File: src/include/axis_mm_cfg.svh
// Build-time configuration of the AXI-Stream block matrix multiplier

`ifndef AXIS_MM_CFG_SVH
`define AXIS_MM_CFG_SVH

// Q8.8 elements
`define MM_FRAC_WIDTH 8

// Blocks per matrix dimension (2x2 blocks of a 4x4 matrix)
`define MM_GRID 2

// Blocks per matrix, equals MM_GRID squared
`define MM_NUM_BLOCKS 4

// Default stream FIFO depth, room for two matrices
`define MM_FIFO_DEPTH 8

`endif

File: src/hdl/axis_mm_pkg.sv
// Shared types of the AXI-Stream block matrix multiplier
`default_nettype none

`include "axis_mm_cfg.svh"

package axis_mm_pkg;

    // Signed Q8.8 matrix element
    typedef logic signed [15:0] elem_t;

    // Sum of four full 32-bit products, no overflow possible
    typedef logic signed [35:0] acc_t;

    // One 2x2 block, element (r,c) at position 2*r+c, position 0 in the low bits
    typedef logic [63:0] blk_word_t;

    // Block address inside A, B or C
    typedef logic [$clog2(`MM_NUM_BLOCKS)-1:0] blk_addr_t;

    // FIFO occupancy, 0 up to full depth
    typedef logic [$clog2(`MM_FIFO_DEPTH+1)-1:0] fifo_cnt_t;

    // Controller FSM
    typedef enum logic [1:0]
    {
        IDLE,
        LOAD,
        RUN,
        DRAIN
    } ctrl_state_t;

endpackage

`default_nettype wire

File: src/hdl/axis_mm_ctrl.sv
// Job controller that loads the core from the input FIFOs, starts it and drains C
`timescale 1ns/100ps
`default_nettype none

`include "axis_mm_cfg.svh"

module axis_mm_ctrl
    import axis_mm_pkg::*;
(
    input  wire             aclk,
    input  wire             aresetn,
    input  wire fifo_cnt_t  a_count,
    input  wire fifo_cnt_t  b_count,
    output logic            a_pop,
    output logic            b_pop,
    output logic            load_en,
    output blk_addr_t       load_addr,
    output logic            core_start,
    input  wire             core_done,
    output blk_addr_t       rd_addr,
    output logic            out_valid,
    output logic            out_last,
    input  wire             out_ready
);

    localparam fifo_cnt_t FULL_JOB = fifo_cnt_t'(`MM_NUM_BLOCKS);
    localparam blk_addr_t LAST_BLK = blk_addr_t'(`MM_NUM_BLOCKS-1);

    ctrl_state_t    state_reg;
    ctrl_state_t    state_next;
    blk_addr_t      cnt_reg;    // Load address, later read address
    blk_addr_t      cnt_next;
    logic           start_reg;
    logic           start_next;

    always_ff @(posedge aclk)
    begin
        if (!aresetn)
        begin
            state_reg <= IDLE;
            cnt_reg   <= '0;
            start_reg <= 1'b0;
        end
        else
        begin
            state_reg <= state_next;
            cnt_reg   <= cnt_next;
            start_reg <= start_next;
        end
    end

    always_comb
    begin
        state_next = state_reg;
        cnt_next   = cnt_reg;
        start_next = 1'b0;
        case (state_reg)
            IDLE:
            begin
                // Both matrices fully buffered
                if ((a_count >= FULL_JOB) && (b_count >= FULL_JOB))
                begin
                    state_next = LOAD;
                    cnt_next   = '0;
                end
            end
            LOAD:
            begin
                cnt_next = cnt_reg + 1'b1;   // One word per cycle, never stalls
                if (cnt_reg == LAST_BLK)
                begin
                    state_next = RUN;
                    start_next = 1'b1;       // Start pulse in the first RUN cycle
                end
            end
            RUN:
            begin
                if (core_done)
                begin
                    state_next = DRAIN;
                    cnt_next   = '0;
                end
            end
            DRAIN:
            begin
                if (out_ready)
                begin
                    cnt_next = cnt_reg + 1'b1;
                    if (cnt_reg == LAST_BLK)
                        state_next = IDLE;
                end
            end
            default: state_next = IDLE;
        endcase
    end

    assign a_pop      = (state_reg == LOAD);
    assign b_pop      = (state_reg == LOAD);
    assign load_en    = (state_reg == LOAD);
    assign load_addr  = cnt_reg;
    assign core_start = start_reg;

    // Push side of the output FIFO, data comes from the core directly
    assign rd_addr    = cnt_reg;
    assign out_valid  = (state_reg == DRAIN);
    assign out_last   = out_valid && (cnt_reg == LAST_BLK);

endmodule

`default_nettype wire

File: config.mk
export PLATFORM = sky130hd
export DESIGN_NAME = axis_mm_ctrl
export DESIGN_NICKNAME = d
export VERILOG_FILES = /design/src/hdl/axis_mm_pkg.sv /design/src/hdl/axis_mm_ctrl.sv
export VERILOG_INCLUDE_DIRS = /design/src /design/src/include
export SDC_FILE = /design/constraint.sdc
export NUM_CORES = 1
export LEC_CHECK = 0
export ABC_AREA = 1
export BUFFER_PORTS_ARGS = -buffer_cell sky130_fd_sc_hd__clkbuf_2
export CAP_MARGIN = 20
export CORE_AREA = 2 2 39 41
export DETAILED_ROUTE_END_ITERATION = 6
export DIE_AREA = 0 0 41 43
export GPL_ROUTABILITY_DRIVEN = 0
export PLACE_DENSITY = 0.63
export SLEW_MARGIN = 0
export SYNTH_ARGS = -nofsm -noshare
export SYNTH_HDL_FRONTEND = slang
export SYNTH_SLANG_ARGS = --single-unit
File: constraint.sdc
create_clock -name aclk -period 1.1 [get_ports aclk]
set_input_delay 0.11 -clock aclk [delete_from_list [all_inputs] [get_ports aclk]]
set_output_delay 0.11 -clock aclk [all_outputs]
set_load 0.005 [all_outputs]
==> metrics.yaml <==
setup_path:
  r2r_setup_slack_ns: -0.08
  cp-start-kind: "register"
  path_cells: "inv_2 > ha_4 > o21ai_0 > nand3_2 > nand2_1 > nor2_1"
  path_max_fanout: 4
  slowest_delay_ns: 0.36
  critPathKind: "register to register"
  endpoint_kind: "register"
  path_buf_inv: 1
  required_ns: 1.23
  cp_slowest_cell: "dfxtp_4"
  arrival_ns: 1.31
  cp_top_family: "flip-flops"
synthesis:
  synth_top_family_by_area: "simple AND/OR/NAND/NOR gates"
  syn_nets: 79
  netlist_area_um2: 407
  synth_seq_cells: 5
  yosysSeqAreaShare: 0.246
  synth.distinct_cells: 14
  syn_inst: 62
  synth_compound_area_frac: 0.0523
  synth_fa_ha_area_frac: 0.154
  synthSimpleGateAreaFrac: 0.326
  synthMuxAreaShare: 0
  yosysWarnings: 0
  syn_area_per_cell_um2: 6.56
  yosys.area_share.xor_xnor: 0
detailed_routing:
  drc_errors: 0
  vias_per_cell: 4.03
  wl_per_cell_um: 8.63
  drtIter0Drc: 4
  vias: 407
  ant_nets: 0
  first_pass_iters: 4
  wirelength_um: 872
global_route:
  grt_pass1_wl_um: 1470
  grt-ovfl-total: 0
  grt_usage: 0.126
  grt_start_max_net_pins: 7
  antenna_found_initial: 0
  first_global_vias: 388
place:
  post-place-ws_ns: -0.0813
  dpl.cell_count: 96
  hpwl_um: 637
  io_buffers: 17
timing:
  rsz0062_at_grt: "true"
  clock.fmax_mhz: 845
  setup_violations: 8
  tightest_slew_ns: 0.268
  period_share: 1.08
  hold_viol_final: 0
  report.final.slew_viol_count: 0
  tns_ns: -0.347
  fin_skew_ns: 0.000330
  relSlewSlack: 0.820
  hold_ws_ns: 0.104
  fin_crit_ns: 1.18
  fin_ws_ns: -0.0833
worst_hold_path:
  hold_path_class: "input port to register"
floorplan:
  dieArea_mm2: 0.00176
  initial_core_util: 0.294
  dieWidth_um: 41
  die_h_um: 43
  core_area_mm2: 0.00138
  num_io_pins: 22
  rows: 14
clocking:
  clock_insertion_delay_worst_skew_ns: 0.24
  cts_hold_buf: 0
  cts.clk_slew.worst_paths_ns: 0.04
  cts_buffer_depth: 2
  cts_buffers: 3
  cts.sinks: 5
  cts_tree: "yes"
  root_buffer: "clkbuf_4"
  cts_max_level: 1
power_and_ir_drop:
  ir_worst_vdd_uv: 1160
  internal_power_w: 0.000979
  p_switching_w: 0.000754
  swShare: 0.435
  p_seq_frac: 0.218
  p_leak_nw: 0.373
  total_power_w: 0.00173
  pwr-share-comb: 0.662
  power_density_mw_per_mm2: 2700
  p_clk_frac: 0.120
cells_and_area:
  antenna_cells: 0
  drive_gt1_frac: 0.541
  fillCellCount: 142
  fin_nets: 103
  stdcell_count: 101
  areaGrowthSynthToFinish_pct: 57.8
status:
  status: "finished, violations left"
  violations: "negative setup slack"
flow_run:
  maxCapViolCount: 0
-- kinds of logic after synthesis --
group                    Yosys count
adder cells (fa/ha/maj)            5
AO/OA/AOI/OAI                      3
buffers and inverters             20
flip-flops                         5
AND/OR/NAND/NOR                   29
-- cell usage after synthesis, drive strengths merged --
library cell	number	area share
o21bai	1	0.028
dfxtp	5	0.25
ha	5	0.15
nand4	2	0.031
buf	4	0.074
inv	16	0.15
nand2	18	0.19
o21ai	2	0.025
nand3	3	0.049
nor2	6	0.055
-- layout make-up --
type	count	area (um2)	share of cell area
Timing Repair Buffer	23	141	0.220
Multi-Input combinational cell	37	282	0.439
Inverter	16	62.6	0.0975
Tap cell	16	20.0	0.0312
Sequential cell	5	110	0.172
Clock buffer	4	26.3	0.0409
-- worst register-to-register path, stage by stage (launching register included) --
cell and delay [ns]:
dfxtp_4 0.36, inv_2 0.06, ha_4 0.17, o21ai_0 0.24, nand3_2 0.12, nand2_1 0.08, nor2_1 0.04
-- power groups by stage --
| stage | sequential, W | combinational, W | clock (W) |
|---|---|---|---|
| finish | 0.000378 | 0.00115 | 0.000207 |
| detailed placement | 0.000306 | 0.000945 | 0 |
| floorplan | 0.000311 | 0.000693 | 0 |
| global route | 0.000390 | 0.00130 | 0.000229 |
| CTS | 0.000376 | 0.00112 | 0.000214 |
| global placement | 0.000306 | 0.000927 | 0 |
-- path summary, 6_finish.rpt --
path                      from            to  cells past startpoint
setup reg to reg  state_reg[1]  load_addr[1]                      6
hold / removal         aresetn  state_reg[1]                      3
hold reg to reg   state_reg[1]  state_reg[1]                      4
setup / recovery  state_reg[1]  load_addr[1]                      6
-- cell usage in the layout (no fill, tap or decap) --
master and n:
buf_4 3, buf_6 3, clkbuf_1 1, clkbuf_2 17
clkbuf_4 3, dfxtp_1 1, dfxtp_2 2, dfxtp_4 2
ha_2 1, ha_4 4, inv_1 13, inv_2 2
inv_4 1, nand2_1 13, nand2_2 4, nand2_4 1
nand3_1 1, nand3_2 2, nand4_1 2, nor2_1 6
o21ai_0 2, o21bai_2 1
-- per-stage QoR --
step                utilization  area [um2]
finish                    0.464         642
CTS                       0.462         639
global placement          0.379         524
global route              0.464         642
floorplan                     -         412
detailed placement        0.379         524
-- routing by layer --
metal  global-route usage  part of all wire  up-vias
li1                     -                 -      224
met1                0.139              0.40      174
met2                0.209              0.56        9
met3               0.0157             0.041        0
met4               0.0800                 0        0
met5                    0                 0        -
-- timing repair --
item                       4_1_cts  5_1_grt
buffers inserted                 1        0
resized for setup               22        1
setup endpoints to repair        9        9
cloned                           0        0
pin swaps                       10        4
Power figures use the tool's default switching activity.
