--- src/include/axis_mm_cfg.svh ---
// Build-time configuration of the AXI-Stream block matrix multiplier

`ifndef AXIS_MM_CFG_SVH
`define AXIS_MM_CFG_SVH

// Q8.8 elements
`define MM_FRAC_WIDTH 8

// Blocks per matrix dimension (2x2 blocks of a 4x4 matrix)
`define MM_GRID 2

// Blocks per matrix, equals MM_GRID squared
`define MM_NUM_BLOCKS 4

// Default stream FIFO depth, room for two matrices
`define MM_FIFO_DEPTH 8

`endif

--- src/hdl/axis_mm_pkg.sv ---
// Shared types of the AXI-Stream block matrix multiplier
`default_nettype none

`include "axis_mm_cfg.svh"

package axis_mm_pkg;

    // Signed Q8.8 matrix element
    typedef logic signed [15:0] elem_t;

    // Sum of four full 32-bit products, no overflow possible
    typedef logic signed [35:0] acc_t;

    // One 2x2 block, element (r,c) at position 2*r+c, position 0 in the low bits
    typedef logic [63:0] blk_word_t;

    // Block address inside A, B or C
    typedef logic [$clog2(`MM_NUM_BLOCKS)-1:0] blk_addr_t;

    // FIFO occupancy, 0 up to full depth
    typedef logic [$clog2(`MM_FIFO_DEPTH+1)-1:0] fifo_cnt_t;

    // Controller FSM
    typedef enum logic [1:0]
    {
        IDLE,
        LOAD,
        RUN,
        DRAIN
    } ctrl_state_t;

endpackage

`default_nettype wire

--- src/hdl/axis_fifo.sv ---
// Synchronous first-word-fall-through FIFO with AXI-Stream ports and occupancy count
`timescale 1ns/100ps
`default_nettype none

`include "axis_mm_cfg.svh"

module axis_fifo
    import axis_mm_pkg::*;
#(
    parameter int DEPTH = `MM_FIFO_DEPTH
)
(
    input  wire             aclk,
    input  wire             aresetn,
    input  wire blk_word_t  s_tdata,
    input  wire             s_tvalid,
    input  wire             s_tlast,
    output logic            s_tready,
    output blk_word_t       m_tdata,
    output logic            m_tvalid,
    output logic            m_tlast,
    input  wire             m_tready,
    output fifo_cnt_t       count
);

    localparam int PTR_W = (DEPTH > 1) ? $clog2(DEPTH) : 1;

    blk_word_t          data_mem [DEPTH];
    logic               last_mem [DEPTH];
    logic [PTR_W-1:0]   wr_ptr;
    logic [PTR_W-1:0]   rd_ptr;
    logic               push;
    logic               pop;

    assign s_tready = (count != fifo_cnt_t'(DEPTH)); // Not full
    assign m_tvalid = (count != '0);
    assign m_tdata  = data_mem[rd_ptr];              // Head word falls through
    assign m_tlast  = last_mem[rd_ptr];

    assign push = s_tvalid && s_tready;
    assign pop  = m_tvalid && m_tready;

    // Storage, written only on accepted words
    always_ff @(posedge aclk)
    begin
        if (push)
        begin
            data_mem[wr_ptr] <= s_tdata;
            last_mem[wr_ptr] <= s_tlast;
        end
    end

    always_ff @(posedge aclk)
    begin
        if (!aresetn)
        begin
            wr_ptr <= '0;
            rd_ptr <= '0;
            count  <= '0;
        end
        else
        begin
            if (push)
                wr_ptr <= (wr_ptr == PTR_W'(DEPTH-1)) ? '0 : wr_ptr + 1'b1;
            if (pop)
                rd_ptr <= (rd_ptr == PTR_W'(DEPTH-1)) ? '0 : rd_ptr + 1'b1;
            case ({push, pop})
                2'b10:   count <= count + 1'b1;
                2'b01:   count <= count - 1'b1;
                default: count <= count;         // Idle or simultaneous push and pop
            endcase
        end
    end

endmodule

`default_nettype wire

--- config.mk ---
export PLATFORM = sky130hd
export DESIGN_NAME = axis_fifo
export DESIGN_NICKNAME = d
export VERILOG_FILES = /design/src/hdl/axis_mm_pkg.sv /design/src/hdl/axis_fifo.sv
export VERILOG_INCLUDE_DIRS = /design/src /design/src/include
export SDC_FILE = /design/constraint.sdc
export NUM_CORES = 1
export LEC_CHECK = 0
export ABC_CLOCK_PERIOD_IN_PS = 8900
export BUFFER_PORTS_ARGS = -buffer_cell sky130_fd_sc_hd__buf_2
export CORE_ASPECT_RATIO = 0.8
export CORE_MARGIN = 2
export CORE_UTILIZATION = 45
export DETAILED_ROUTE_END_ITERATION = 8
export PLACE_DENSITY = 0.74
export REMOVE_ABC_BUFFERS = 1
export SLEW_MARGIN = 30
export SYNTH_ARGS = -nofsm -noshare
export SYNTH_HDL_FRONTEND = slang
export SYNTH_SLANG_ARGS = --single-unit
export TNS_END_PERCENT = 100
--- constraint.sdc ---
create_clock -name aclk -period 8.9 [get_ports aclk]
set_input_delay 1.78 -clock aclk [delete_from_list [all_inputs] [get_ports aclk]]
set_output_delay 1.78 -clock aclk [all_outputs]
set_load 0.1 [all_outputs]
==> summary.txt <==
Final layout
  • Final Util: between 50% and 60%
  • Fillcell total: roughly 3400
  • Area Overhead vs Synth: 15.35%
  • Fraction of layout cells with a size suffix above 1: 42.12%
  • Layout Nets: around 1100
  • Most common cell after layout, fill and taps aside: edfxtp_1
  • Commonest non-fill, non-tap cells in the layout: edfxtp_1 (520), buf_2 (139), mux4_2 (130)
  • Post-route cell area: around 0.023 sq mm

Worst setup path
  • Crit-path cells: buf_6, mux4_2, mux2_2, buf_2
  • CP max FO: 69
  • Crit path DAT: 3.37 ns
  • Startpoint type of the worst setup path: flop
  • Nature of the critical path endpoint: primary output
  • Number of buffers and inverters on the critical path: 2
  • Crit path max-delay cell type: dfxtp_4
  • Start of the worst register-to-register path: count[1]
  • CP required: ~7.1 ns
  • Max incr delay on CP: around 0.96 ns
  • CP Class: reg2out
  • Dominant delay contributor by cell family on the critical path: flip-flops

Route
  • Highest routed layer: met5
  • WL met3: 2184 um
  • Met2 WL post-DR: 18250 um
  • Via Count: approximately 9000
  • Starting DRT DRC Count: a little over 700
  • Pre-antenna DRT Iters: 5
  • DRT Wirelength: 37780 um
  • DR DRC count: 0
  • Post-route ant nets: 0
  • Wl on met1: ~17000 um
  • WL per Instance: 22.98 um
  • Vias per inst: about 5.5

Placement
  • DP Wirelength: around 20000 um
  • Placed Area: between 0.02 and 0.025 sq mm
  • Gpl congestion: approximately 0.7
  • Buffers on Ports: 139

STA
  • Sum Neg Setup Slack: 0 ns
  • Endpoints failing setup: 0
  • Hold_ws: 0.4671 ns
  • Max_slew headroom: between 30% and 40%
  • Maximum clock frequency: roughly 0.19 GHz
  • Slew @ Worst Pin: 0.9519 ns
  • Setup Skew: ~0.018 ns
  • Fin crit share: around 58%
  • Final Slew Violations: 0
  • RSZ-0062 raised after global routing: no
  • Crit path time final: roughly 5.1 ns
  • Fin. Hold Viols: 0

GRT
  • Global-route wire length before repair: approximately 58000 um
  • Initial antenna violation count: 5
  • Total GRT Usage: 16.64%
  • Pin count of the biggest net entering global routing: 73
  • Vias in the first global route: roughly 9400
  • Remaining Overflow, GRT: 0

Clock network
  • CTS clk-pin slew, worst paths: roughly 0.060 ns
  • Deepest clock path buffer count: 3
  • Max H-tree Level: 2
  • Worst skew pair latency: between 0.5 and 0.6 ns
  • Clk sinks: about 530
  • Post-CTS Resized: 0
  • CTS Hold Bufs: 0
  • CTS root buf: clkbuf_16
  • Clock buffers created by TritonCTS: 51
  • Post-CTS setup buffer count: 0
  • CTS tree: yes

Power and ir drop
  • Lkg Pwr: approximately 7.4 nW
  • Max VDD drop: between 0.0003 and 0.0004 V
  • PD cells: 302.4 mW/mm^2

Floorplanning
  • Core Region: approximately 0.044 sq mm
  • Row Count: around 70
  • Die span in y: just under 200 um
  • Boundary pin count: between 100 and 150
  • Die footprint: ~0.047 sq mm
  • Die width: approximately 240 um
  • Initial Util: a little under half

Worst hold path
  • Min-delay src: rd_ptr[2]
  • Worst min-delay path class: reg2reg

Run
  • Max_cap viols: 0

Synthesis
  • Cells after Synth: 830
  • Post-Syn Area: approximately 0.02 sq mm
  • Cell variety after synth: 32
  • Post-synthesis sequential area ratio: about four fifths
  • Synth Warn #: 0
  • Syn avg cell area: ~24 sq um
  • Flops & latches, synth: about 530

Status
  • Outcome: completed
-- cell families (layout without fill, tap and decap cells) --
group | Yosys count | count (layout) | synth area share [%]
other | 0 | 1 | 0
and+or+nand+nor | 37 | 37 | 0.9854
DFF | 533 | 533 | 78.63
muxes | 197 | 197 | 18.23
AOI/OAI and AO/OA | 12 | 12 | 0.3966
xor gates and xnor gates | 3 | 3 | 0.1302
adders and majority gates | 7 | 7 | 0.4338
buffers and inverters | 41 | 251 | 1.202
-- path summary, 6_finish.rpt --
check | to | slack, ns | cells past startpoint
max | m_tdata[44] | 3.75 | 4
min | flop | 0.47 | 2
max reg2reg | data_mem[3][30] | 6.07 | 4
min reg2reg | flop | 0.47 | 2
-- state kept, by name, summed over array words and instances (netlist names), named ones only --
name	cells
data_mem	512
last_mem	8
count	4
rd_ptr	3
wr_ptr	3
-- layout make-up --
type	instances	area [sq um]	share of cell area, %
Inverter	1	3.754	0.01612
Clock buffer	57	1299	5.576
Multi-Input combinational cell	256	4121	17.70
Sequential cell	533	15890	68.21
Antenna cell	1	2.502	0.01074
Tap cell	603	754.5	3.240
Timing Repair Buffer	158	854.6	3.669
Clock inverter	35	367.9	1.579
-- worst reg2reg max path, stage by stage, from the launching register on --
cell	delay [ns]
dfxtp_1	0.47
or4b_1	0.26
nand3_1	0.32
nor2_4	0.54
buf_4	0.82
-- through the flow --
step	setup WS (ns)	std cells	total power, mW
floorplan	-0.1821	790	4.753
global placement	4.132	1551	4.957
global route	3.616	1643	7.299
CTS	3.424	1643	7.128
detailed placement	4.083	1551	4.978
finish	3.754	1644	7.042
-- where the power goes --
group	switching [mW]	internal [mW]	total (mW)
clock	0.914	1.23	2.14
sequential	0.0715	2.87	2.94
combinational	1.40	0.557	1.96
-- synthesized netlist by cell type (all sizes together) --
| cell | instances | area (sq um) |
|---|---|---|
| edfxtp | 520 | 15610 |
| mux4 | 130 | 2928 |
| mux2 | 65 | 732.0 |
| buf | 23 | 175.2 |
| clkbuf | 17 | 63.81 |
| dfxtp | 13 | 260.3 |
| nand2 | 11 | 43.80 |
| a21boi | 7 | 52.55 |
| ha | 7 | 87.58 |
| nand3 | 5 | 25.02 |
| nor3 | 4 | 20.02 |
| nand2b | 3 | 18.77 |
| nor2 | 3 | 11.26 |
| o21ai | 3 | 15.01 |
| or3 | 3 | 18.77 |
| mux2i | 2 | 20.02 |
| nor2b | 2 | 12.51 |
| xor2 | 2 | 17.52 |
| a21oi | 1 | 5.000 |
| and2 | 1 | 6.260 |
| inv | 1 | 3.750 |
| nor4 | 1 | 6.260 |
| nor4b | 1 | 8.760 |
| nor4bb | 1 | 10.01 |
| o31ai | 1 | 7.510 |
| or4 | 1 | 7.510 |
| or4b | 1 | 10.01 |
| xnor2 | 1 | 8.760 |
-- metal layers --
metal  track usage, %  up-vias
li1                 -     3886
met1            23.81     4800
met2            26.00      231
met3            3.653       64
met4            4.733        6
met5                0        -
(Power assumes the default switching activity.)
